### config.mk
export PLATFORM = sky130hd
export DESIGN_NAME = exec_issue_stage
export DESIGN_NICKNAME = d
export VERILOG_FILES = /design/src/rtl/exec_cmd_pkg.sv /design/src/rtl/exec_issue_stage.sv
export VERILOG_INCLUDE_DIRS = /design/src /design/src/rtl
export SDC_FILE = /design/constraint.sdc
export NUM_CORES = 1
export LEC_CHECK = 0
export BUFFER_PORTS_ARGS = -buffer_cell sky130_fd_sc_hd__buf_2
export CORE_AREA = 2 2 452 454
export DETAILED_ROUTE_END_ITERATION = 10
export DIE_AREA = 0 0 454 456
export PLACE_DENSITY = 0.3
export SLEW_MARGIN = 15
export SYNTH_ARGS = -nofsm -noshare
export SYNTH_HDL_FRONTEND = slang
export SYNTH_SLANG_ARGS = --single-unit
### constraint.sdc
create_clock -name clk_i -period 5.75 [get_ports clk_i]
set_input_delay 0.8625 -clock clk_i [delete_from_list [all_inputs] [get_ports clk_i]]
set_output_delay 0.8625 -clock clk_i [all_outputs]
set_load 0.02 [all_outputs]
### src/rtl/exec_params.svh
`ifndef EXEC_PARAMS_SVH
`define EXEC_PARAMS_SVH

// operand and result width
`define EXEC_XLEN 64
// execution lanes feeding the memory stage
`define EXEC_LANES 4
// lane index that holds the pipelined multiplier
`define EXEC_MUL_LANE 2
// reorder-buffer size and the tag width derived from it
`define EXEC_ROB_SIZE 32
`define EXEC_TAG_W ($clog2(`EXEC_ROB_SIZE) + 1)
`define EXEC_CMD_W 10
// result buffer depths; mul covers three stages in flight plus one
`define EXEC_ALU_DEPTH 2
`define EXEC_MUL_DEPTH 4

`endif

### src/rtl/exec_cmd_pkg.sv
package exec_cmd_pkg;

  // alu operation codes, upper four bits of the alu view
  typedef enum logic [3:0] {
    ALU_ADD  = 4'd0,
    ALU_SUB  = 4'd1,
    ALU_AND  = 4'd2,
    ALU_OR   = 4'd3,
    ALU_XOR  = 4'd4,
    ALU_SLL  = 4'd5,
    ALU_SRL  = 4'd6,
    ALU_SRA  = 4'd7,
    ALU_SLT  = 4'd8,
    ALU_SLTU = 4'd9
  } alu_op_e;

  // alu view of the command word
  typedef struct packed {
    alu_op_e    op;
    // set: shift amount limited to b[4:0], clear: b[5:0]
    logic       imm_shift;
    logic [4:0] rd;
  } alu_cmd_t;

  // multiplier view of the command word
  typedef struct packed {
    // set returns the upper 64 bits of the product
    logic       high;
    logic       signed_a;
    logic       signed_b;
    logic [1:0] spare;
    logic [4:0] rd;
  } mul_cmd_t;

  // one 10-bit word, decoded by whichever lane receives it
  typedef union packed {
    alu_cmd_t alu;
    mul_cmd_t mul;
  } exec_cmd_u;

endpackage

### src/rtl/exec_issue_stage.sv
`timescale 1ns/100ps
`include "exec_params.svh"

module exec_issue_stage (
  input  logic                                      clk_i,
  input  logic                                      rst_n_i,
  input  logic [`EXEC_LANES-1:0]                    issue_valid_i,
  input  logic [`EXEC_LANES-1:0][`EXEC_TAG_W-1:0]   issue_tag_i,
  input  logic [`EXEC_LANES-1:0][`EXEC_CMD_W-1:0]   issue_cmd_i,
  input  logic [`EXEC_LANES-1:0][`EXEC_XLEN-1:0]    issue_a_i,
  input  logic [`EXEC_LANES-1:0][`EXEC_XLEN-1:0]    issue_b_i,
  input  logic [`EXEC_LANES-1:0]                    grant_i,
  output logic [`EXEC_LANES-1:0]                    lane_full_o,
  output logic [`EXEC_LANES-1:0]                    op_valid_o,
  output logic [`EXEC_LANES-1:0][`EXEC_TAG_W-1:0]   op_tag_o,
  output exec_cmd_pkg::exec_cmd_u [`EXEC_LANES-1:0] op_cmd_o,
  output logic [`EXEC_LANES-1:0][`EXEC_XLEN-1:0]    op_a_o,
  output logic [`EXEC_LANES-1:0][`EXEC_XLEN-1:0]    op_b_o
);

  // wide enough for the deepest buffer
  localparam int CRED_W = $clog2(`EXEC_MUL_DEPTH + 1);

  for (genvar l = 0; l < `EXEC_LANES; l++) begin : g_lane
    localparam int DEPTH = (l == `EXEC_MUL_LANE) ? `EXEC_MUL_DEPTH : `EXEC_ALU_DEPTH;

    logic [CRED_W-1:0]       credit_q;
    logic                    accept;
    logic                    valid_q;
    logic [`EXEC_TAG_W-1:0]  tag_q;
    exec_cmd_pkg::exec_cmd_u cmd_q;
    logic [`EXEC_XLEN-1:0]   a_q;
    logic [`EXEC_XLEN-1:0]   b_q;

    // an issue to a full lane is dropped and costs nothing
    assign accept = issue_valid_i[l] & (credit_q != '0);

    // one credit per buffer slot, returned when the select pops the head
    always_ff @(posedge clk_i or negedge rst_n_i) begin
      if (!rst_n_i) begin
        credit_q <= CRED_W'(DEPTH);
        valid_q  <= 1'b0;
      end else begin
        valid_q <= accept;
        case ({accept, grant_i[l]})
          2'b10:   credit_q <= credit_q - 1'b1;
          2'b01:   credit_q <= credit_q + 1'b1;
          default: credit_q <= credit_q;
        endcase
      end
    end

    // operand registers, only loaded on an accepted issue
    always_ff @(posedge clk_i) begin
      if (accept) begin
        tag_q <= issue_tag_i[l];
        cmd_q <= issue_cmd_i[l];
        a_q   <= issue_a_i[l];
        b_q   <= issue_b_i[l];
      end
    end

    assign lane_full_o[l] = (credit_q == '0);
    assign op_valid_o[l]  = valid_q;
    assign op_tag_o[l]    = tag_q;
    assign op_cmd_o[l]    = cmd_q;
    assign op_a_o[l]      = a_q;
    assign op_b_o[l]      = b_q;
  end

endmodule

Word-level counts from Yosys, hierarchy flattened:

Index checks and enable logic that the tools add are counted.

* bits in registers: 592
* latch bits: 0
* RAM bits: 0
* bits in read-only memories: 0
* bits of input ports: 586
* output and inout bits: 584
* word-level logic and storage cells: 60
* memories: 0

* add/subtract/negate cells: 8
* multipliers: 0
* div/mod/pow operators: 0
* $lt $le $gt $ge: 0
* equal/unequal tests: 8
* shift operators: 0
* muxes and demuxes: 4
* bitwise logic cells: 4
* reduce and logical (&&, ||, !) cells: 12

Operators by type and width (number)
* 3-bit case mux with 2 select lines: 4
* 3-bit by 1-bit adder with 3-bit output, second input constant: 4
* 3-bit zero test: 4
* 3-bit nonzero test: 4
* 3-bit by 1-bit subtractor with 3-bit output, second input constant: 4
* 2-bit by 1-bit == test with 1-bit output, second input constant: 4
* 2-bit == test, second input constant: 4
* 2-bit nonzero test: 4
* 1-bit bitwise AND: 4

Depth between registers and ports, before layout:

* depth after elaboration: 4
* depth in mapped cells: 8
* gate-level depth less buffers: 8

Worst setup path before layout:

Ideal clock, no wire load.

* path type: in2reg
* start: input port issue_valid_i[1]
* end: register g_lane[1].a_q[0], enable pin
* library setup time: 0.498 ns
* arrival: 3.738 ns
* data required time: 5.252 ns
* path slack: 1.514 ns
* stages: 2
* path buffers: 0
* cell sequence: nand2b_1 inv_1

* longest elaborated chain between the ends: 1

RTL lines
* start: declaration: RTL line exec_issue_stage.sv:7 `` input logic [`EXEC_LANES-1:0] issue_valid_i, ``
* 1-bit bitwise AND: RTL line exec_issue_stage.sv:36 `assign accept = issue_valid_i[l] & (credit_q != '0);`
* named net g_lane[1].accept: RTL line exec_issue_stage.sv:28 `logic accept;`
* end signal: assignment: RTL line exec_issue_stage.sv:58 `a_q <= issue_a_i[l];`
* end: declaration: RTL line exec_issue_stage.sv:32 `` logic [`EXEC_XLEN-1:0] a_q; ``

The timed path passes the listed nets, and every way through them passes these cells.
A chain may end at the register's enable or synchronous reset.

Worst setup path after layout:

* start: register g_lane[3].credit_q[1]
* end: register g_lane[3].b_q[17], enable pin

* longest elaborated chain between the ends: 2

RTL lines
* start: declaration: RTL line exec_issue_stage.sv:27 `logic [CRED_W-1:0] credit_q;`
* start signal: assignment: RTL line exec_issue_stage.sv:41 `credit_q <= CRED_W'(DEPTH);`
* start signal: assignment: RTL line exec_issue_stage.sv:46 `2'b10: credit_q <= credit_q - 1'b1;`
* start signal: assignment: RTL line exec_issue_stage.sv:47 `2'b01: credit_q <= credit_q + 1'b1;`
* 3-bit nonzero test: RTL line exec_issue_stage.sv:36
* 1-bit bitwise AND: RTL line exec_issue_stage.sv:36
* named net g_lane[3].accept: RTL line exec_issue_stage.sv:28
* end signal: assignment: RTL line exec_issue_stage.sv:59 `b_q <= issue_b_i[l];`
* end: declaration: RTL line exec_issue_stage.sv:33 `` logic [`EXEC_XLEN-1:0] b_q; ``

The timed path passes the listed nets, and every way through them passes these cells.

==> results.cfg <==
[status]
status = finished clean

[finish]
stdcell_count = 4645
design_area_um2 = 29900
syn2layout_area_growth_pct = 64.8
layout-drive-gt1-share_pct = 66.8
final_nets = 2486
final_common_cell = buf_2
final_cell_mix = 1,169 x buf_2, 576 x edfxtp_1, 79 x clkbuf_16, 19 x clkbuf_1

[setup_path]
start_kind = flop
cp.arrival_ns = 2.86
r2r_slack_ns = 3.20
path_class = flop to flop
required_ns = 6.06
end_kind = flop
crit_fanout = 90

[grt]
grt_pass1_wl_um = 151000
grt_overflow_total = 0
grt_pass1_vias = 12300
grt_max_degree = 127
grt_usage_pct = 11.6
grt_antenna_before_repair = 145

[die]
dieArea_um2 = 207000
die_height_um = 456
io_pins = 1170
die_w_um = 454
core_area_um2 = 202000
start_util_pct = 8.99
rows = 165

[timing]
period_minus_slack_ns = 2.55
fin_tns_setup_ns = 0
hold-worst-slack_ns = 0.232
final-hold-violation-count = 0
worst_pin_slew_ns = 0.926
finalClockSkew_ns = 0.0141
slew_viol_final = 0
min_period_over_period_pct = 44.4
setup_viol = 0
maxSlewHeadroom_pct = 38.3
timing.fmax_ghz = 0.392
rsz0062_at_grt = no

[yosys]
syn_inst = 640
yosysSeqAreaShare_pct = 97.7
synth.distinct_cells = 15
syn-cell-area_um2 = 18100
syn_nets = 1234
yosysWarnings = 0
synth_area_per_cell_um2 = 28.3
synth.ff_latch_count = 592

[routing]
via_per_inst = 2.71
wl_per_cell_um = 26.9
ant_nets = 0
drt_iter0_drc = 1088
wl_um = 125000
first_pass_iters = 5
vias = 12600
drc = 0

[power_and_ir_drop]
p_per_area_nw_per_um2 = 451
ir_worst_vdd_mv = 0.210
p_total_mw = 13.5
power.leakage_nw = 11.8

[clock_network]
cts.clk_slew.worst_paths_ns = 0.06
cts_tree = built
ctsHoldBuffers = 0
numCtsBuffers = 79
cts.sinks = 592
clock_latency_ns = 0.68
h-tree-depth = 3
cts_buffer_depth = 3
cts_resized = 0
post_cts_buffers = 0
cts_root_buf = clkbuf_16

[placement]
gp_congestion = 0.910
dp.cells = 4483
place_area_um2 = 27400
io_buffer_count = 1169
place_hpwl_um = 106000

[job]
cap_violations = 0

[min_path]
hold_class = primary input to async pin
[flip-flops by register name, summed over array words and instances (netlist names)]
signal / count
g_lane.valid_q: 4
g_lane.tag_q: 24
g_lane.credit_q: 12
g_lane.cmd_q: 40
g_lane.b_q: 256
g_lane.a_q: 256
[synth_stat cells]
master,number,area [um^2]
dfstp_2,4,105
dfrtp_1,12,300
xor2_1,8,70.1
xnor2_1,4,35.0
buf_4,4,30.0
inv_2,2,7.51
nor3_2,4,40.0
nand2b_2,2,17.5
mux2_2,4,45.0
fa_1,4,80.1
ha_1,4,50.1
nor2_1,4,15.0
edfxtp_1,576,17300
inv_1,6,22.5
nand2b_1,2,12.5
[worst max-delay path: stages (launching register included)]
cell,delay [ns]
dfstp_2,0.56
nor3_2,0.06
nand2b_2,0.22
inv_6,0.59
buf_4,0.64
[routing by layer]
| metal | GRT usage (%) | wire length (um) | up-vias |
|---|---|---|---|
| li1 | - | - | 5110 |
| met1 | 14.8 | 52500 | 6302 |
| met2 | 18.5 | 57400 | 918 |
| met3 | 4.25 | 11800 | 269 |
| met4 | 2.48 | 3280 | 8 |
| met5 | 0 | 49 | - |
[stage by stage]
step | worst slack (ns) | util [%]
2_1_floorplan | 1.51 | -
5_1_grt | 3.03 | 14.8
6_report | 3.20 | 14.8
3_3_place_gp | 2.92 | 13.6
4_1_cts | 3.13 | 14.8
3_5_place_dp | 2.95 | 13.6
[cell families (layout without fill, tap and decap cells)]
family	Yosys count	in the layout	synth area share (%)
xor+xnor	12	12	0.580
fa+ha+maj	8	8	0.718
buf+inv	12	1328	0.331
flops	592	592	97.7
mux	4	4	0.248
other cells	0	17	0
simple gates	12	12	0.469
[area by class of cell]
type / count / area, um^2
Sequential cell: 592 / 17700
Multi-Input combinational cell: 36 / 365
Clock buffer: 100 / 2080
Timing Repair Buffer: 1175 / 5920
Clock inverter: 45 / 373
Inverter: 8 / 50.0
Tap cell: 2672 / 3340
Fill cell: 22500 / 172000
Antenna cell: 17 / 42.5
[worst paths after layout]
kind,endpoint,start,cells after the start
min,g_lane[1].valid_q,rst_n_i,1
min in group clk_i,g_lane[2].a_q[15],issue_a_i[143],1
max reg2reg,g_lane[3].b_q[17],g_lane[3].credit_q[1],4
min reg2reg,g_lane[0].credit_q[2],g_lane[0].credit_q[2],1
max,g_lane[3].b_q[17],g_lane[3].credit_q[1],4
max in group asynchronous,g_lane[0].credit_q[2],rst_n_i,1
[report_power, final]
group,leakage [nW],total (mW),switching (mW),internal (mW)
sequential,5.76,6.14,0.463,5.68
clock,1.17,4.79,2.08,2.71
combinational,4.82,2.53,1.87,0.659
total,11.8,13.5,4.42,9.05
(Power assumes the default switching activity.)
