==> config.mk <==
export PLATFORM = sky130hd
export DESIGN_NAME = execute_output_select_flat
export DESIGN_NICKNAME = d
export VERILOG_FILES = /design/src/rtl/exec_cmd_pkg.sv /design/src/rtl/exec_pipe_pkg.sv /design/src/rtl/exec_result_if.sv /design/src/rtl/execute_output_select.sv /design/src/flat_wrapper.sv
export VERILOG_INCLUDE_DIRS = /design/src /design/src/rtl
export SDC_FILE = /design/constraint.sdc
export NUM_CORES = 1
export LEC_CHECK = 0
export ABC_AREA = 1
export BUFFER_PORTS_ARGS = -buffer_cell sky130_fd_sc_hd__buf_2
export CORE_AREA = 2 2 167 169
export CTS_BUF_LIST = sky130_fd_sc_hd__clkbuf_8
export DETAILED_ROUTE_END_ITERATION = 8
export DIE_AREA = 0 0 169 171
export PLACE_DENSITY = 0.53
export SYNTH_ARGS = -nofsm -noshare
export SYNTH_HDL_FRONTEND = slang
export SYNTH_SLANG_ARGS = --single-unit
==> constraint.sdc <==
create_clock -name clk_i -period 0.8 [get_ports clk_i]
set_input_delay 0 -clock clk_i [delete_from_list [all_inputs] [get_ports clk_i]]
set_output_delay 0 -clock clk_i [all_outputs]
set_load 0.005 [all_outputs]
==> src/rtl/exec_params.svh <==
`ifndef EXEC_PARAMS_SVH
`define EXEC_PARAMS_SVH

// operand and result width
`define EXEC_XLEN 64
// execution lanes feeding the memory stage
`define EXEC_LANES 4
// lane index that holds the pipelined multiplier
`define EXEC_MUL_LANE 2
// reorder-buffer size and the tag width derived from it
`define EXEC_ROB_SIZE 32
`define EXEC_TAG_W ($clog2(`EXEC_ROB_SIZE) + 1)
`define EXEC_CMD_W 10
// result buffer depths; mul covers three stages in flight plus one
`define EXEC_ALU_DEPTH 2
`define EXEC_MUL_DEPTH 4

`endif

==> src/rtl/exec_cmd_pkg.sv <==
package exec_cmd_pkg;

  // alu operation codes, upper four bits of the alu view
  typedef enum logic [3:0] {
    ALU_ADD  = 4'd0,
    ALU_SUB  = 4'd1,
    ALU_AND  = 4'd2,
    ALU_OR   = 4'd3,
    ALU_XOR  = 4'd4,
    ALU_SLL  = 4'd5,
    ALU_SRL  = 4'd6,
    ALU_SRA  = 4'd7,
    ALU_SLT  = 4'd8,
    ALU_SLTU = 4'd9
  } alu_op_e;

  // alu view of the command word
  typedef struct packed {
    alu_op_e    op;
    // set: shift amount limited to b[4:0], clear: b[5:0]
    logic       imm_shift;
    logic [4:0] rd;
  } alu_cmd_t;

  // multiplier view of the command word
  typedef struct packed {
    // set returns the upper 64 bits of the product
    logic       high;
    logic       signed_a;
    logic       signed_b;
    logic [1:0] spare;
    logic [4:0] rd;
  } mul_cmd_t;

  // one 10-bit word, decoded by whichever lane receives it
  typedef union packed {
    alu_cmd_t alu;
    mul_cmd_t mul;
  } exec_cmd_u;

endpackage

==> src/rtl/exec_pipe_pkg.sv <==
`include "exec_params.svh"

package exec_pipe_pkg;

  // condition flags produced by every lane
  typedef struct packed {
    logic zero;
    logic negative;
    // borrow for sub, carry out for add
    logic carry;
    logic overflow;
  } exec_flags_t;

  // one finished operation as it travels to the memory stage
  typedef struct packed {
    logic [`EXEC_XLEN-1:0]  value;
    logic [`EXEC_TAG_W-1:0] tag;
    exec_cmd_pkg::exec_cmd_u cmd;
    exec_flags_t            flags;
  } exec_result_t;

endpackage

==> src/rtl/exec_result_if.sv <==
`timescale 1ns/100ps

// head of one lane's result buffer as seen by the output select
interface exec_result_if;

  // head entry present
  logic valid;
  // one-cycle grant, pops the head at the next edge
  logic can_go;
  exec_pipe_pkg::exec_result_t result;

  modport buffer (
    output valid,
    output result,
    input  can_go
  );

  modport select (
    input  valid,
    input  result,
    output can_go
  );

endinterface

==> src/rtl/execute_output_select.sv <==
`timescale 1ns/100ps
`include "exec_params.svh"

module execute_output_select (
  input  logic                   clk_i,
  input  logic                   rst_n_i,
  exec_result_if.select          lane0,
  exec_result_if.select          lane1,
  exec_result_if.select          lane2,
  exec_result_if.select          lane3,
  output logic                   mem_valid_o,
  output logic [`EXEC_XLEN-1:0]  mem_data_o,
  output logic [`EXEC_TAG_W-1:0] mem_tag_o,
  output logic [`EXEC_CMD_W-1:0] mem_cmd_o,
  output logic [3:0]             mem_flags_o
);

  logic [3:0]                  valid;
  logic [3:0]                  grant;
  exec_pipe_pkg::exec_result_t pick;

  assign valid = {lane3.valid, lane2.valid, lane1.valid, lane0.valid};

  // one-hot grant, highest lane wins
  assign grant[3] = valid[3];
  assign grant[2] = valid[2] & ~valid[3];
  assign grant[1] = valid[1] & ~|valid[3:2];
  assign grant[0] = valid[0] & ~|valid[3:1];

  assign lane3.can_go = grant[3];
  assign lane2.can_go = grant[2];
  assign lane1.can_go = grant[1];
  assign lane0.can_go = grant[0];

  // lane 0 is the fallthrough, only captured when granted
  always_comb begin
    if (grant[3]) pick = lane3.result;
    else if (grant[2]) pick = lane2.result;
    else if (grant[1]) pick = lane1.result;
    else pick = lane0.result;
  end

  always_ff @(posedge clk_i or negedge rst_n_i) begin
    if (!rst_n_i) begin
      mem_valid_o <= 1'b0;
    end else begin
      mem_valid_o <= |grant;
    end
  end

  // memory-stage payload register
  always_ff @(posedge clk_i) begin
    if (|grant) begin
      mem_data_o  <= pick.value;
      mem_tag_o   <= pick.tag;
      mem_cmd_o   <= pick.cmd;
      mem_flags_o <= pick.flags;
    end
  end

endmodule

==> src/flat_wrapper.sv <==
// flat-port wrapper written by rule: the top's interface ports become plain ports
module execute_output_select_flat 
  (clk_i, rst_n_i, mem_valid_o, mem_data_o, mem_tag_o, mem_cmd_o, mem_flags_o, lane0_valid, lane0_result, lane0_can_go, lane1_valid, lane1_result, lane1_can_go, lane2_valid, lane2_result, lane2_can_go, lane3_valid, lane3_result, lane3_can_go);
  exec_result_if lane0_i ();
  exec_result_if lane1_i ();
  exec_result_if lane2_i ();
  exec_result_if lane3_i ();
  input  logic clk_i;
  input  logic rst_n_i;
  output logic mem_valid_o;
  output logic [`EXEC_XLEN-1:0] mem_data_o;
  output logic [`EXEC_TAG_W-1:0] mem_tag_o;
  output logic [`EXEC_CMD_W-1:0] mem_cmd_o;
  output logic [3:0] mem_flags_o;
  input wire logic [$bits(lane0_i.valid)-1:0] lane0_valid;
  input wire logic [$bits(lane0_i.result)-1:0] lane0_result;
  output wire logic [$bits(lane0_i.can_go)-1:0] lane0_can_go;
  input wire logic [$bits(lane1_i.valid)-1:0] lane1_valid;
  input wire logic [$bits(lane1_i.result)-1:0] lane1_result;
  output wire logic [$bits(lane1_i.can_go)-1:0] lane1_can_go;
  input wire logic [$bits(lane2_i.valid)-1:0] lane2_valid;
  input wire logic [$bits(lane2_i.result)-1:0] lane2_result;
  output wire logic [$bits(lane2_i.can_go)-1:0] lane2_can_go;
  input wire logic [$bits(lane3_i.valid)-1:0] lane3_valid;
  input wire logic [$bits(lane3_i.result)-1:0] lane3_result;
  output wire logic [$bits(lane3_i.can_go)-1:0] lane3_can_go;
  assign lane0_i.valid = lane0_valid;
  assign lane0_i.result = lane0_result;
  assign lane0_can_go = lane0_i.can_go;
  assign lane1_i.valid = lane1_valid;
  assign lane1_i.result = lane1_result;
  assign lane1_can_go = lane1_i.can_go;
  assign lane2_i.valid = lane2_valid;
  assign lane2_i.result = lane2_result;
  assign lane2_can_go = lane2_i.can_go;
  assign lane3_i.valid = lane3_valid;
  assign lane3_i.result = lane3_result;
  assign lane3_can_go = lane3_i.can_go;
  execute_output_select u_core (.clk_i(clk_i), .rst_n_i(rst_n_i), .lane0(lane0_i), .lane1(lane1_i), .lane2(lane2_i), .lane3(lane3_i), .mem_valid_o(mem_valid_o), .mem_data_o(mem_data_o), .mem_tag_o(mem_tag_o), .mem_cmd_o(mem_cmd_o), .mem_flags_o(mem_flags_o));
endmodule
Word level (Yosys, flattened, before mapping)

Cells that the tools add are included.

Bits in registers: 85
Input bits: 342
Output and inout bits: 89

Mux-type cells: 3
Bitwise operators: 4
Reduce and logical (&&, ||, !) cells: 5

Operators with widths:

| cell            | count |
|---|---|
| $mux 84         | 3 |
| $reduce_or 4->1 | 1 |
| $and 1x1->1     | 3 |
| $reduce_or 3->1 | 1 |
| $logic_not 1->1 | 2 |
| $reduce_or 2->1 | 1 |
| $not 1->1       | 1 |

Longest topological paths before layout

Depth in word-level cells: 6
Mapped depth: 8
Gate-level depth less buffers: 5

Worst setup path after synthesis

No wires, ideal clock.

Path kind: input port to flip-flop
Start: in lane3_valid
End: reg u_core.mem_cmd_o[0], enable pin
Setup time: 1040 ps
Arrival time: 2469 ps
Required time: -240 ps
Slack: -2709 ps
Stages on the path: 5
Path through: buf_4 -> nor2_8 -> buf_6 -> buf_4 -> nand3_1

Word-level cells in the longest chain between the ends: 4

Ends and longest elaborated chain:

| item                                                      | line                                                     | RTL |
|---|---|---|
| start, declared                                           | flat_wrapper.sv:24                                       | `input wire logic [$bits(lane3_i.valid)-1:0] lane3_valid;` |
| $reduce_or 3->1 / $reduce_or 2->1 (equally long branches) | execute_output_select.sv:28, execute_output_select.sv:27 |  |
| $logic_not 1->1, on equally long branches                 | execute_output_select.sv:28, execute_output_select.sv:27 |  |
| $and 1x1->1, on equally long branches                     | execute_output_select.sv:28, execute_output_select.sv:27 |  |
| $reduce_or 4->1 *                                         | execute_output_select.sv:53                              | `if (\|grant) begin` |
| end signal, assigned                                      | execute_output_select.sv:56                              | `mem_cmd_o <= pick.cmd;` |
| end, declared                                             | execute_output_select.sv:14                              | `` output logic [`EXEC_CMD_W-1:0] mem_cmd_o, `` |

Every way passes the cells marked *; elsewhere a longest branch is shown, timed or not.
A chain may end at the register's enable or synchronous reset.

Worst setup path after layout

Start: reg u_core.mem_data_o[37]
End: out mem_data_o[37]

RTL lines:

| item                   | line                        | RTL |
|---|---|---|
| start, declared        | execute_output_select.sv:12 | `` output logic [`EXEC_XLEN-1:0] mem_data_o, `` |
| start signal, assigned | execute_output_select.sv:54 | `mem_data_o <= pick.value;` |
| end, declared          | flat_wrapper.sv:11          | `` output logic [`EXEC_XLEN-1:0] mem_data_o; `` |

No word-level cell between the ends.

==> Implementation_results.wiki <==
{| class="wikitable"
! Metric !! Value
|-
| Synthesis Warnings || 0
|-
| Hold Path Cell Cnt || 5
|-
| Area of the core || 27300 um2
|-
| Die boundary width || 169 um
|-
| Max frequency || 975 MHz
|-
| Non-Filler Cell Area, Final || 11500 um2
|-
| Number of nets in the finished design || 1784
|-
| Final Power || 13.3 mW
|-
| Util after Layout || 41.9%
|-
| Cell type group with the largest total delay on the critical path || flip-flops
|-
| Level count of the clock H-tree || 3
|-
| Effective utilization at floorplan || 20.5%
|-
| Sequential area share after synthesis || 45.4%
|-
| Flip-flop and latch area || 2550 um2
|-
| Area leader, netlist || edfxtp_1
|-
| Clock buffer depth || 2
|-
| Critical Path Sink Type || output pin
|-
| Max Cap Viol || 0
|-
| Setup-violating endpoint count in the final report || 90
|-
| Length of the first detailed-routing pass in iterations || 5
|-
| CP max stage delay || 0.48 ns
|-
| Buffers and inverters on the worst path || 1
|-
| Post-route ant nets || 0
|-
| Power per standard cell area || 1160 nW/um2
|-
| Post-place instance area || 8190 um2
|-
| Fin cells || 1794
|-
| Vias after detailed routing || 8259
|-
| Die area || 28900 um2
|-
| Minimum period implied by the final worst setup slack || 1.03 ns
|-
| Share of the synthesized area in the top cell type || 44.9%
|-
| Placed Cells || 1481
|-
| Share of flip-flops with an asynchronous set or reset || 1.18%
|-
| Worst endpoint required time || 0.80 ns
|-
| Clock-pin slew on the worst setup and hold paths || 0.10 ns
|-
| Highest-delay cell along the critical path || edfxtp_1
|-
| Worst hold start || lane3_result[4]
|-
| Setup slack after layout || -0.225 ns
|-
| Violation count after the first detailed-routing iteration || 478
|-
| Distinct cell type count after synthesis || 15
|-
| Total area of multi-input combinational cells || 2450 um2
|-
| DPL Wire Length || 17900 um
|-
| Post-detailed-route via-to-cell ratio || 4.60
|-
| Metal3 WL || 2360 um
|-
| Clock root cell || clkbuf_8
|-
| Clock Sink Count || 85
|-
| Instance count of the mapped netlist || 750
|-
| Maximum vdd ir drop || 0.785 mV
|-
| Number of antenna violations at the first check in global routing || 1
|-
| Syn nets || 1092
|-
| Share of cells above drive strength 1 || 34.6%
|-
| Tot GR Track Use || 18.5%
|-
| Weighted congestion reported at the end of routability-driven placement || 0.836
|-
| Growth of design area from synthesis to finish || 104%
|-
| Overflow left after global routing || 0
|-
| Type of the tightest min-delay check || primary input to register
|-
| Highest layer used for signal routing || met4
|-
| Leakage dissipation || 5.72 nW
|-
| Dpl ws || -0.329 ns
|-
| IO Pins || 431
|-
| Synth top area cells || edfxtp_1, nand3_1, nand2_1, inv_1, buf_4
|-
| DRC violations left || 0
|-
| Max Fanout on Critical Path || 1
|-
| I/O Buffers || 430
|-
| Unrepaired setup endpoints after global routing || yes
|-
| Run status || complete, but fails checks
|-
| Ratio of final minimum period to clock period || 128%
|-
| Count of filler cells inserted in the layout || 2652
|-
| Detailed-routed wire length on met2 || 14600 um
|-
| Final WL || 29300 um
|-
| Arrival time reported for the critical path endpoint || 1.03 ns
|-
| Height of the chip || 171 um
|-
| Seq cells post-synth || 85
|-
| Top FF cell, synth || edfxtp_1
|-
| Wire length on met1 || 11300 um
|-
| Number of global-route vias before repair || 7956
|-
| First-pass GRT wire length || 41600 um
|-
| Violations in the final reports || negative setup slack
|-
| Synthesized area per cell || 7.48 um2
|-
| Worst Path Class, Setup || register to output pin
|-
| WL/cell || 16.4 um
|-
| End point of the worst hold path || u_core.mem_cmd_o[0]$_DFFE_PP_
|-
| TritonCTS clock tree || built
|-
| Worst-Margin Slew || 0.600 ns
|-
| Largest net degree at the start of global routing || 78
|-
| Count of standard-cell rows || 61
|-
| Relative slew slack || 60.0%
|-
| Total clock buffers created by CTS || 9
|-
| Number of hold violations in the final report || 0
|-
| Post-synth EDFFs || 84
|-
| Startpoint type of the worst setup path || register
|-
| Number of max-slew violations in the final report || 0
|-
| Synthesized cell area || 5610 um2
|-
| Worst Hold Slack || 0.0274 ns
|-
| Worst-path cell chain || buf_2
|-
| Setup total negative slack || -7.01 ns
|}
==> cells by family after synthesis <==
kind of cell	after synthesis	share of synthesized area (%)
AND/OR/NAND/NOR	509	41.9
buffers and inverters	156	12.7
flip-flops	85	45.4
==> synthesized netlist by cell type, types with 2 or more instances <==
cell type    n
buf_4       22
nor2_1       2
edfxtp_1    84
nand2_1    168
inv_2        2
inv_1       87
nand3_1    337
clkbuf_1    12
buf_2       30
==> how the worst max path moves through the flow <==
stage                               startpoint                               to  slack [ns]  depth (start not counted)
3_3_place_gp                       lane2_valid  u_core.mem_data_o[38]$_DFFE_PP_       -0.32                          5
2_1_floorplan                      lane2_valid    u_core.mem_cmd_o[0]$_DFFE_PP_       -0.86                          5
3_5_place_dp                       lane2_valid  u_core.mem_data_o[38]$_DFFE_PP_       -0.33                          5
6_report       u_core.mem_data_o[37]$_DFFE_PP_                   mem_data_o[37]       -0.23                          1
5_1_grt        u_core.mem_data_o[37]$_DFFE_PP_                   mem_data_o[37]       -0.26                          1
4_1_cts        u_core.mem_data_o[37]$_DFFE_PP_                   mem_data_o[37]       -0.23                          1
==> report_power, final <==
part	switching [mW]	internal (mW)
registers	0.149	5.48
logic	2.00	2.43
clock network	1.79	1.43
==> cell type report <==
class                           count  area share [%]
Multi-Input combinational cell    509            21.4
Inverter                           89            2.96
Clock inverter                      7           0.601
Timing Repair Buffer              748            47.9
Antenna cell                        1          0.0218
Sequential cell                    85            22.2
Clock buffer                        9            1.08
Tap cell                          346            3.78
==> sequential cells by signal (all words and copies together) (netlist names) <==
| name | flops |
|---|---|
| u_core.mem_data_o | 64 |
| u_core.mem_cmd_o | 10 |
| u_core.mem_tag_o | 6 |
| u_core.mem_flags_o | 4 |
| u_core.mem_valid_o | 1 |
==> cell usage in the layout, fill, tap and decap left out <==
master and instances:
buf_4 17, nor2_1 2, clkbuf_8 9, edfxtp_1 84, inv_1 88, buf_16 2
nor2_8 1, buf_8 1, buf_12 9, nand2_1 162, buf_6 3, clkinvlp_4 3
nand3_4 1, nand3_1 321, nor3_1 1, nand3_2 15, clkbuf_16 2, diode_2 1
inv_2 1, inv_4 2, dfrtp_1 1, bufinv_16 1, clkinv_4 1, buf_2 426
nand2_2 6, dlygate4sd3_1 284, dlymetal6s4s_1 4
==> layer usage <==
metal | vias up | track usage (%)
li1 | 3911 | -
met1 | 3811 | 20.2
met2 | 469 | 33.4
met3 | 68 | 4.97
met4 | 0 | 8.73
met5 | - | 0
==> what timing repair did <==
item / 4_1_cts / 5_1_grt
endpoints found under the hold margin: 85 / 0
cloned: 0 / 2
hold buffers: 288 / 0
gates resized for setup: 3 / 20
pin swaps: 1 / 1
endpoints found under the setup margin: 88 / 108
buffers inserted: 1 / 5
Note: power is estimated with default switching activity, not from simulation.
