<file path="src/rtl/exec_params.svh">
`ifndef EXEC_PARAMS_SVH
`define EXEC_PARAMS_SVH

// operand and result width
`define EXEC_XLEN 64
// execution lanes feeding the memory stage
`define EXEC_LANES 4
// lane index that holds the pipelined multiplier
`define EXEC_MUL_LANE 2
// reorder-buffer size and the tag width derived from it
`define EXEC_ROB_SIZE 32
`define EXEC_TAG_W ($clog2(`EXEC_ROB_SIZE) + 1)
`define EXEC_CMD_W 10
// result buffer depths; mul covers three stages in flight plus one
`define EXEC_ALU_DEPTH 2
`define EXEC_MUL_DEPTH 4

`endif

</file>
<file path="src/rtl/exec_cmd_pkg.sv">
package exec_cmd_pkg;

  // alu operation codes, upper four bits of the alu view
  typedef enum logic [3:0] {
    ALU_ADD  = 4'd0,
    ALU_SUB  = 4'd1,
    ALU_AND  = 4'd2,
    ALU_OR   = 4'd3,
    ALU_XOR  = 4'd4,
    ALU_SLL  = 4'd5,
    ALU_SRL  = 4'd6,
    ALU_SRA  = 4'd7,
    ALU_SLT  = 4'd8,
    ALU_SLTU = 4'd9
  } alu_op_e;

  // alu view of the command word
  typedef struct packed {
    alu_op_e    op;
    // set: shift amount limited to b[4:0], clear: b[5:0]
    logic       imm_shift;
    logic [4:0] rd;
  } alu_cmd_t;

  // multiplier view of the command word
  typedef struct packed {
    // set returns the upper 64 bits of the product
    logic       high;
    logic       signed_a;
    logic       signed_b;
    logic [1:0] spare;
    logic [4:0] rd;
  } mul_cmd_t;

  // one 10-bit word, decoded by whichever lane receives it
  typedef union packed {
    alu_cmd_t alu;
    mul_cmd_t mul;
  } exec_cmd_u;

endpackage

</file>
<file path="src/rtl/exec_pipe_pkg.sv">
`include "exec_params.svh"

package exec_pipe_pkg;

  // condition flags produced by every lane
  typedef struct packed {
    logic zero;
    logic negative;
    // borrow for sub, carry out for add
    logic carry;
    logic overflow;
  } exec_flags_t;

  // one finished operation as it travels to the memory stage
  typedef struct packed {
    logic [`EXEC_XLEN-1:0]  value;
    logic [`EXEC_TAG_W-1:0] tag;
    exec_cmd_pkg::exec_cmd_u cmd;
    exec_flags_t            flags;
  } exec_result_t;

endpackage

</file>
<file path="src/rtl/exec_result_if.sv">
`timescale 1ns/100ps

// head of one lane's result buffer as seen by the output select
interface exec_result_if;

  // head entry present
  logic valid;
  // one-cycle grant, pops the head at the next edge
  logic can_go;
  exec_pipe_pkg::exec_result_t result;

  modport buffer (
    output valid,
    output result,
    input  can_go
  );

  modport select (
    input  valid,
    input  result,
    output can_go
  );

endinterface

</file>
<file path="src/rtl/exec_result_buffer.sv">
`timescale 1ns/100ps

module exec_result_buffer #(
  parameter int DEPTH = 2
) (
  input  logic                        clk_i,
  input  logic                        rst_n_i,
  input  logic                        wr_i,
  input  exec_pipe_pkg::exec_result_t wr_result_i,
  exec_result_if.buffer               head
);

  localparam int PTR_W = (DEPTH > 1) ? $clog2(DEPTH) : 1;
  localparam int CNT_W = $clog2(DEPTH + 1);

  exec_pipe_pkg::exec_result_t mem [DEPTH];
  logic [PTR_W-1:0]            wr_ptr, rd_ptr;
  logic [CNT_W-1:0]            count;
  logic                        pop;

  // issue credits keep writes away from a full buffer
  assign pop         = head.can_go & head.valid;
  assign head.valid  = (count != '0);
  assign head.result = mem[rd_ptr];

  always_ff @(posedge clk_i or negedge rst_n_i) begin
    if (!rst_n_i) begin
      wr_ptr <= '0;
      rd_ptr <= '0;
      count  <= '0;
    end else begin
      if (wr_i) begin
        wr_ptr <= (wr_ptr == PTR_W'(DEPTH - 1)) ? '0 : wr_ptr + 1'b1;
      end
      if (pop) begin
        rd_ptr <= (rd_ptr == PTR_W'(DEPTH - 1)) ? '0 : rd_ptr + 1'b1;
      end
      // simultaneous push and pop leaves the count alone
      case ({wr_i, pop})
        2'b10:   count <= count + 1'b1;
        2'b01:   count <= count - 1'b1;
        default: count <= count;
      endcase
    end
  end

  always_ff @(posedge clk_i) begin
    if (wr_i) begin
      mem[wr_ptr] <= wr_result_i;
    end
  end

endmodule

</file>
<file path="src/flat_wrapper.sv">
// flat-port wrapper written by rule: the top's interface ports become plain ports
module exec_result_buffer_flat 
#(
  parameter int DEPTH = 2
)
  (clk_i, rst_n_i, wr_i, wr_result_i, head_valid, head_result, head_can_go);
  exec_result_if head_i ();
  input  logic clk_i;
  input  logic rst_n_i;
  input  logic wr_i;
  input  exec_pipe_pkg::exec_result_t wr_result_i;
  output wire logic [$bits(head_i.valid)-1:0] head_valid;
  output wire logic [$bits(head_i.result)-1:0] head_result;
  input wire logic [$bits(head_i.can_go)-1:0] head_can_go;
  assign head_valid = head_i.valid;
  assign head_result = head_i.result;
  assign head_i.can_go = head_can_go;
  exec_result_buffer #(.DEPTH(DEPTH)) u_core (.clk_i(clk_i), .rst_n_i(rst_n_i), .wr_i(wr_i), .wr_result_i(wr_result_i), .head(head_i));
endmodule
</file>
<file path="config.mk">
export PLATFORM = sky130hd
export DESIGN_NAME = exec_result_buffer_flat
export DESIGN_NICKNAME = d
export VERILOG_FILES = /design/src/rtl/exec_cmd_pkg.sv /design/src/rtl/exec_pipe_pkg.sv /design/src/rtl/exec_result_if.sv /design/src/rtl/exec_result_buffer.sv /design/src/flat_wrapper.sv
export VERILOG_INCLUDE_DIRS = /design/src /design/src/rtl
export SDC_FILE = /design/constraint.sdc
export NUM_CORES = 1
export LEC_CHECK = 0
export ABC_AREA = 1
export BUFFER_PORTS_ARGS = -buffer_cell sky130_fd_sc_hd__buf_2
export CORE_ASPECT_RATIO = 0.75
export CORE_UTILIZATION = 41
export CTS_BUF_LIST = sky130_fd_sc_hd__clkbuf_4
export CTS_CLUSTER_SIZE = 10
export DETAILED_ROUTE_END_ITERATION = 10
export HOLD_SLACK_MARGIN = 0.15
export PLACE_DENSITY = 0.64
export SLEW_MARGIN = 20
export SYNTH_ARGS = -nofsm -noshare
export SYNTH_HDL_FRONTEND = slang
export SYNTH_SLANG_ARGS = --single-unit
</file>
<file path="constraint.sdc">
create_clock -name clk_i -period 5.3 [get_ports clk_i]
set_input_delay 0.265 -clock clk_i [delete_from_list [all_inputs] [get_ports clk_i]]
set_output_delay 0.265 -clock clk_i [all_outputs]
set_load 0.02 [all_outputs]
</file>
# == Word-level counts from Yosys, hierarchy flattened ==
# Memory sizes are Yosys's and may differ from the RTL's.
# Cells that the tools add are included.
# Widths: inputs -> output; s select.
# classes
n_mux,5
order_cmp,0
add_sub_neg,4
n_mul,0
bitwise,1
n_div,0
shifts,0
eq_ne,2
n_reduce_logical,2
# ops
operator,count
$mux 1,4
$pmux 2 s2,1
$reduce_bool 2->1,2
$add 1x1->1 const B,2
$add 2x1->2 const B,1
$eq 2x1->1 const B,1
$eq 2x2->1 const B,1
$sub 2x1->2 const B,1
$and 1x1->1,1
# totals
memories,1
ramBits,168
reg_bits,4
rom_bits,0
inputBits,88
wordCells,18
latchBits,0
out_inout_bits,85
# memory_table
memory,words,width,rd,rd_ports_with_merged_regs,write_ports,line,source
u_core.mem,2,84,1,0,1,exec_result_buffer.sv:16,exec_pipe_pkg::exec_result_t mem [DEPTH];

# == Depth between registers and ports, before layout ==
# Gate-level depths: netlist of the first run.
# logic_depth
ltp_word,4
depth_mapped,10
mapped_depth_nobuf,10

# == Worst setup path before layout of the first run ==
# Ideal clock, no wire load.
# synth_timing
path_type,register -> register
from,register u_core.wr_ptr
to,"memory u_core.mem[0][0] (netlist name), enable pin"
required_time_ns,4.771
path_stages_with_launch,2
setup_time_ns,0.529
arrival_ns,3.913
slack_ns,0.858
path_buffers,0
synth_period_minus_slack_ns,4.442
path_cell_list,dfrtp_1 nor2_1
# synth_lines
item,line,source
from (decl),exec_result_buffer.sv:17,"logic [PTR_W-1:0] wr_ptr, rd_ptr;"
from (signal assigned),exec_result_buffer.sv:33,wr_ptr <= (wr_ptr == PTR_W'(DEPTH - 1)) ? '0 : wr_ptr + 1'b1;
to (decl),exec_result_buffer.sv:16,
# Straight into the memory's write port.

# == Worst setup path in the final report of the first run ==
# layout_timing
from,register u_core.rd_ptr
to,output head_result[44]
# layout_between
elab_chain_len,1
# layout_rtl
item,line,source
from (decl),exec_result_buffer.sv:17,
from (signal assigned),exec_result_buffer.sv:36,rd_ptr <= (rd_ptr == PTR_W'(DEPTH - 1)) ? '0 : rd_ptr + 1'b1;
$mem_v2 2x84,n/a,
to (decl),flat_wrapper.sv:13,output wire logic [$bits(head_i.result)-1:0] head_result;
# Every way passes these cells.

==> metrics.cfg, run 1 <==
[synth]
synth.distinct_cells=14
syn_area_um2=6350
ys_top_cells_by_count=sky130_fd_sc_hd__nand2_1 (261), sky130_fd_sc_hd__edfxtp_1 (168), sky130_fd_sc_hd__buf_2 (10)
mean_instance_size_in_the_synthesized_netlist_um2=13.6
synth-main-ff-cell=sky130_fd_sc_hd__edfxtp_1
post-synth-top-area-cell=sky130_fd_sc_hd__edfxtp_1
synth-seq-area-share_pct=81.0
yosys-top-cells-area=sky130_fd_sc_hd__edfxtp_1 (79%), sky130_fd_sc_hd__nand2_1 (15%), sky130_fd_sc_hd__dfrtp_1 (1.6%), sky130_fd_sc_hd__buf_6 (1.2%), sky130_fd_sc_hd__buf_2 (0.79%)
synth_edf_count=168
cell_count_after_synthesis=467
synth.top_cell.area_share_pct=79.5
yosysWarnings=0
asyncSetResetFlopFracSynth_pct=2.33
synth-seq-cells=172
post-synth-top-count-cell=sky130_fd_sc_hd__nand2_1
mappedNetlistNets=556

[setup_path]
criticalPathCategory=reg -> out
worst-r2r-setup-slack_ns=2.93
startpoint_type=flop
worstSetupEndpointType=output pin
crit_fanout=44
critical_path_arrival_ns=2.46
worst_ep_required_time_ns=5.04

[drt]
detail_routed_net_length_per_standard_cell_um=14.0
drt-pass1-iter-count=4
postRouteAntennaNets=0
route.final.wire_length_mm=13.3
route.detailed.drc=0
viasPerCell=4.54
drt_first_iter_violations=189
vias=4299

[pwr]
cellPowerDensity_nw_per_um2=491
p_int_mw=2.54
clkPwrFrac_pct=17.2
p_total_mw=4.18
combPwrFrac_pct=38.0
worst_ir_drop_vdd_uv=257
power.static_leakage_nw=3.67
power.switching_fraction_pct=39.3
power.sequential.fraction_pct=44.7
p_sw_mw=1.64

[clocking]
cts-root-to-sink-buffers=2
clock_root_buffer=sky130_fd_sc_hd__clkbuf_4
clock_insertion_delay_worst_skew_ns=0.53
tritoncts=done
numCtsBuffers=17
ctsHtreeMaxLevel=4
cts_setup_buffers=0
numClockSinks=172
cts.clk_slew.worst_paths_ns=0.14

[final_layout]
finish.net_count=820
final_design_area_no_fill_um2=8520
fill_cells=1185
syn_to_final_growth_pct=34.2
drive_above_1_share_pct=28.2
stdcell_count=946

[timing]
fin_crit_ns=2.72
finalCritPeriodShare_pct=51.4
tightest_slew_ns=1.04
final.setup.tns_ns=0
clock-skew-final_ns=0.0113
setup-violations-final=0
finalHoldViolations=0
grt_setup_unrepaired=no
max_clock_freq_mhz=367
maxSlewHeadroom_pct=30.7
final.setup.worst_slack_ns=2.58
finalMaxSlewViolations=0

[placement]
hpwl_mm=7.77
dp_worst_setup_slack_ns=2.90
placedCellCount=824
placement.io_buffers=172
place_area_um2=7360
gp_congestion=0.751

[floorplanning]
die_h_um=110
floorplan.rows=38
start_util_pct=42.9
boundaryPins=173
die_area_um2=16000
die_wd_um=146
core_area_um2=14800

[run_status]
outcome=finished clean

[global_route]
antenna_violations_before_repair=2
grt_first_pass_wirelength_mm=20.7
grt_start_max_net_pins=86
grt_pass1_vias=4339
global_route_congestion_overflow_total=0
groute.usage.overall_pct=17.4

[hold_path]
path_class_of_the_lowest_slack_min_delay_path=in -> reg

[run]
cap_violations=0

-- kinds of logic after synthesis --
family	count (synthesis)	share of synthesized area, %
simple gates	265	15.7
flops	172	81.0
buf+inv	27	2.74
xor+xnor	2	0.276
fa+ha+maj	1	0.197
-- critical path, cell delays in order (launching register included) --
cell and delay (ns):
sky130_fd_sc_hd__dfrtp_2 0.43, sky130_fd_sc_hd__inv_2 0.55, sky130_fd_sc_hd__buf_4 0.53, sky130_fd_sc_hd__nand2_1 0.09, sky130_fd_sc_hd__nand2_1 0.12, sky130_fd_sc_hd__buf_2 0.18
-- area by class of cell --
class / instances / area [um2] / area share, %
Sequential cell: 172 / 5150 / 60.4
Timing Repair Buffer: 264 / 1770 / 20.8
Multi-Input combinational cell: 268 / 1040 / 12.2
Tap cell: 200 / 250 / 2.94
Clock inverter: 15 / 149 / 1.75
Clock buffer: 17 / 128 / 1.50
Inverter: 8 / 31.3 / 0.367
Antenna cell: 2 / 5.00 / 0.0588
-- routing by layer --
| layer | global-route usage, % | up-vias | wire length [um] |
|---|---|---|---|
| li1 | - | 2100 | - |
| met1 | 19.8 | 2031 | 5490 |
| met2 | 30.3 | 149 | 6760 |
| met3 | 5.81 | 19 | 798 |
| met4 | 7.22 | 0 | 235 |
| met5 | 0 | - | 0 |
-- cells in the final DEF, fill, tap and decap left out, drive strengths merged --
master | netlist | layout
nor2 | 1 | 1
bufinv | 0 | 2
nand3 | 2 | 2
dlygate4sd3 | 0 | 88
xor2 | 1 | 1
xnor2 | 1 | 1
inv | 8 | 9
buf | 19 | 176
clkbuf | 0 | 17
dfrtp | 4 | 4
edfxtp | 168 | 168
clkinvlp | 0 | 3
ha | 1 | 1
clkinv | 0 | 9
nand2 | 261 | 261
diode | 0 | 2
nand4 | 1 | 1
-- registers in the layout, indices dropped and copies added, names as in the netlist --
signal and flops:
u_core.mem 168, u_core.count 2, u_core.rd_ptr 1, u_core.wr_ptr 1
-- power by group through the flow --
stage | Clock (mW) | Combinational, mW | Sequential (mW)
after floorplan | 0 | 1.07 | 1.91
after global placement | 0 | 1.54 | 1.89
after detailed placement | 0 | 1.56 | 1.90
after CTS | 0.750 | 1.62 | 1.87
after global routing | 0.808 | 1.75 | 1.89
final | 0.721 | 1.59 | 1.87
-- worst paths after layout --
check                           startpoint                end  depth (start not counted)
setup / recovery             u_core.rd_ptr    head_result[44]                          5
hold / removal             wr_result_i[51]  u_core.mem[0][51]                          2
setup reg to reg             u_core.wr_ptr  u_core.mem[0][43]                          2
hold reg to reg            u_core.count[1]    u_core.count[1]                          2
max in group asynchronous          rst_n_i      u_core.rd_ptr                          3
min in group asynchronous          rst_n_i    u_core.count[0]                          3
-- through the flow --
stage                     utilization, %  hold WS (ns)
final                               57.6         0.438
after global routing                57.6         0.363
after CTS                           57.6         0.372
after detailed placement            49.7        0.0799
after global placement              49.7        0.0749
after floorplan                        -       -0.0306
-- what timing repair did --
action                    4_1_cts  5_1_grt
gates resized for setup         0        0
hold endpoints to repair      174        0
hold buffers                   88        0
Power figures use the tool's default switching activity.
==> run 2: changes to the inputs <==
--- a/config.mk
+++ b/config.mk
@@ -14,7 +14,7 @@
 export CTS_CLUSTER_SIZE = 10
 export DETAILED_ROUTE_END_ITERATION = 10
 export HOLD_SLACK_MARGIN = 0.15
-export PLACE_DENSITY = 0.64
+export PLACE_DENSITY = 0.66
 export SLEW_MARGIN = 20
 export SYNTH_ARGS = -nofsm -noshare
 export SYNTH_HDL_FRONTEND = slang
==> constraint.sdc (replaced) <==
create_clock -name clk_i -period 2.32 [get_ports clk_i]
set_input_delay 0.116 -clock clk_i [delete_from_list [all_inputs] [get_ports clk_i]]
set_output_delay 0.116 -clock clk_i [all_outputs]
set_load 0.02 [all_outputs]
==> metrics.cfg, run 2 (synthesis gave the netlist of run 1 again) <==
[run_status]
outcome=finished clean

[global_route]
groute.usage.overall_pct=17.7
antenna_violations_before_repair=0
global_route_congestion_overflow_total=0
grt_pass1_vias=4291
grt_start_max_net_pins=86
grt_first_pass_wirelength_mm=21.1

[clocking]
ctsHtreeMaxLevel=4
clock_insertion_delay_worst_skew_ns=0.55
clock_root_buffer=sky130_fd_sc_hd__clkbuf_4
cts-root-to-sink-buffers=2
tritoncts=done
numCtsBuffers=17
numClockSinks=172
cts.clk_slew.worst_paths_ns=0.14

[setup_path]
crit_chain=buf_6 -> nand2_1 -> nand2_1 -> buf_2
worst_path_largest_cell_delay_ns=0.52
worst_path_most_repeated_cell=sky130_fd_sc_hd__nand2_1
r2r_cell_count=2
crit-reg2reg-capture=u_core.mem[0][8]
worst-r2r-setup-slack_ns=0.88
startpoint_type=flop
worst_path_dominant_cell_family=buffers and inverters
rr_startpoint=u_core.wr_ptr
worst_ep_required_time_ns=2.20
cpMaxStageDelayCell=sky130_fd_sc_hd__buf_6
worstSetupEndpointType=output pin
crit_fanout=85
critical_path_arrival_ns=1.95
criticalPathCategory=reg -> out
worst-path-buf-inv=2

[floorplanning]
die_area_um2=16000
start_util_pct=42.9
boundaryPins=173
die_wd_um=146
die_h_um=110
core_area_um2=14800
floorplan.rows=38

[drt]
drt_first_iter_violations=197
dr.max_layer_used=met4
route.met2.wl_mm=6.67
route.detailed.drc=0
postRouteAntennaNets=0
viasPerCell=4.45
route.final.wire_length_mm=13.7
detail_routed_net_length_per_standard_cell_um=14.4
drt-met1-wl_mm=5.83
vias=4218
drt-pass1-iter-count=4
detail_route_met3_wl_mm=1.04

[final_layout]
top_reg_by_flops=u_core.mem
drive_above_1_share_pct=28.6
layout_top_registers=u_core.mem (168), u_core.count (2)
most_common_library_cell_in_the_layout_ignoring_fill_and_taps=sky130_fd_sc_hd__nand2_1
fill_cells=1184
syn_to_final_growth_pct=36.5
most_frequent_cells_in_the_layout=sky130_fd_sc_hd__nand2_1 (261), sky130_fd_sc_hd__buf_2 (172), sky130_fd_sc_hd__edfxtp_1 (168), sky130_fd_sc_hd__dlygate4sd3_1 (88), sky130_fd_sc_hd__clkbuf_4 (18)
largest_register_ff_count=168
num_antenna_cells=0
final_util_pct=58.6
finish.net_count=823

[timing]
tightest_slew_ns=0.658
maxSlewHeadroom_pct=56.2
grt_setup_unrepaired=no
setup-violations-final=0
max_clock_freq_mhz=483
finalMaxSlewViolations=0
finalCritPeriodShare_pct=89.2
fin_hold_ws_ns=0.279
clock-skew-final_ns=0.0120
fin_crit_ns=2.07
final.setup.tns_ns=0
finalHoldViolations=0
final.setup.worst_slack_ns=0.251

[pwr]
cellPowerDensity_nw_per_um2=1160
power.static_leakage_nw=3.73
worst_ir_drop_vdd_uv=735

[run]
cap_violations=0

[hold_path]
hold_path_depth=2
hold_end=u_core.mem[1][32]
path_class_of_the_lowest_slack_min_delay_path=in -> reg
hold_path_startpoint=wr_result_i[32]

[placement]
placement.io_buffers=172
gp_congestion=0.761
dp_worst_setup_slack_ns=0.678
hpwl_mm=8.13

-- run 2: cell count changes in the layout (fill, tap and decap cells not counted), moves of 2 or more --
cell | previous run | this run
sky130_fd_sc_hd__clkinv_2 | 4 | 2
sky130_fd_sc_hd__bufinv_16 | 2 | 5
sky130_fd_sc_hd__buf_4 | 4 | 2
sky130_fd_sc_hd__buf_12 | 0 | 4
sky130_fd_sc_hd__diode_2 | 2 | 0
sky130_fd_sc_hd__clkinv_4 | 3 | 1
-- run 2: worst max-delay path by stage --
stage,startpoint,end,cells after the start
global route,u_core.rd_ptr,head_result[19],5
detailed placement,u_core.rd_ptr,head_result[13],4
finish,u_core.rd_ptr,head_result[48],4
floorplan,u_core.wr_ptr,u_core.mem[1][0],2
global placement,u_core.rd_ptr,head_result[49],4
CTS,u_core.rd_ptr,head_result[26],5
-- run 2: stage by stage --
| step | area, um2 | cells | power, mW |
|---|---|---|---|
| floorplan | 6360 | 467 | 6.78 |
| CTS | 8670 | 947 | 10.1 |
| global placement | 7430 | 827 | 7.94 |
| finish | 8670 | 947 | 10.0 |
| detailed placement | 7430 | 827 | 8.01 |
| global route | 8670 | 947 | 10.6 |
-- run 2: layer usage --
metal  global-route usage [%]  up-vias
met5                        0        -
met4                     5.64        0
met3                     7.34       14
met2                     29.9      139
met1                     20.6     1965
li1                         -     2100
-- run 2: cell type report --
| class | instances | area, um2 | area share [%] |
|---|---|---|---|
| Sequential cell | 172 | 5150 | 59.4 |
| Timing Repair Buffer | 267 | 1850 | 21.3 |
| Multi-Input combinational cell | 268 | 1040 | 12.0 |
| Tap cell | 200 | 250 | 2.89 |
| Clock inverter | 14 | 216 | 2.50 |
| Clock buffer | 18 | 135 | 1.56 |
| Inverter | 8 | 35.0 | 0.404 |
-- run 2: repair_timing --
action,4_1_cts,5_1_grt
resized for setup,1,1
hold buffers,88,0
pin swaps,0,0
endpoints found under the setup margin,1,19
setup buffers,0,0
endpoints found under the hold margin,183,0
-- run 2: power breakdown --
group	internal [mW]	switching (mW)	total, mW
clock	0.981	1.02	2.00
sequential	4.11	0.156	4.27
combinational	1.13	2.63	3.76
total	6.22	3.81	10.0
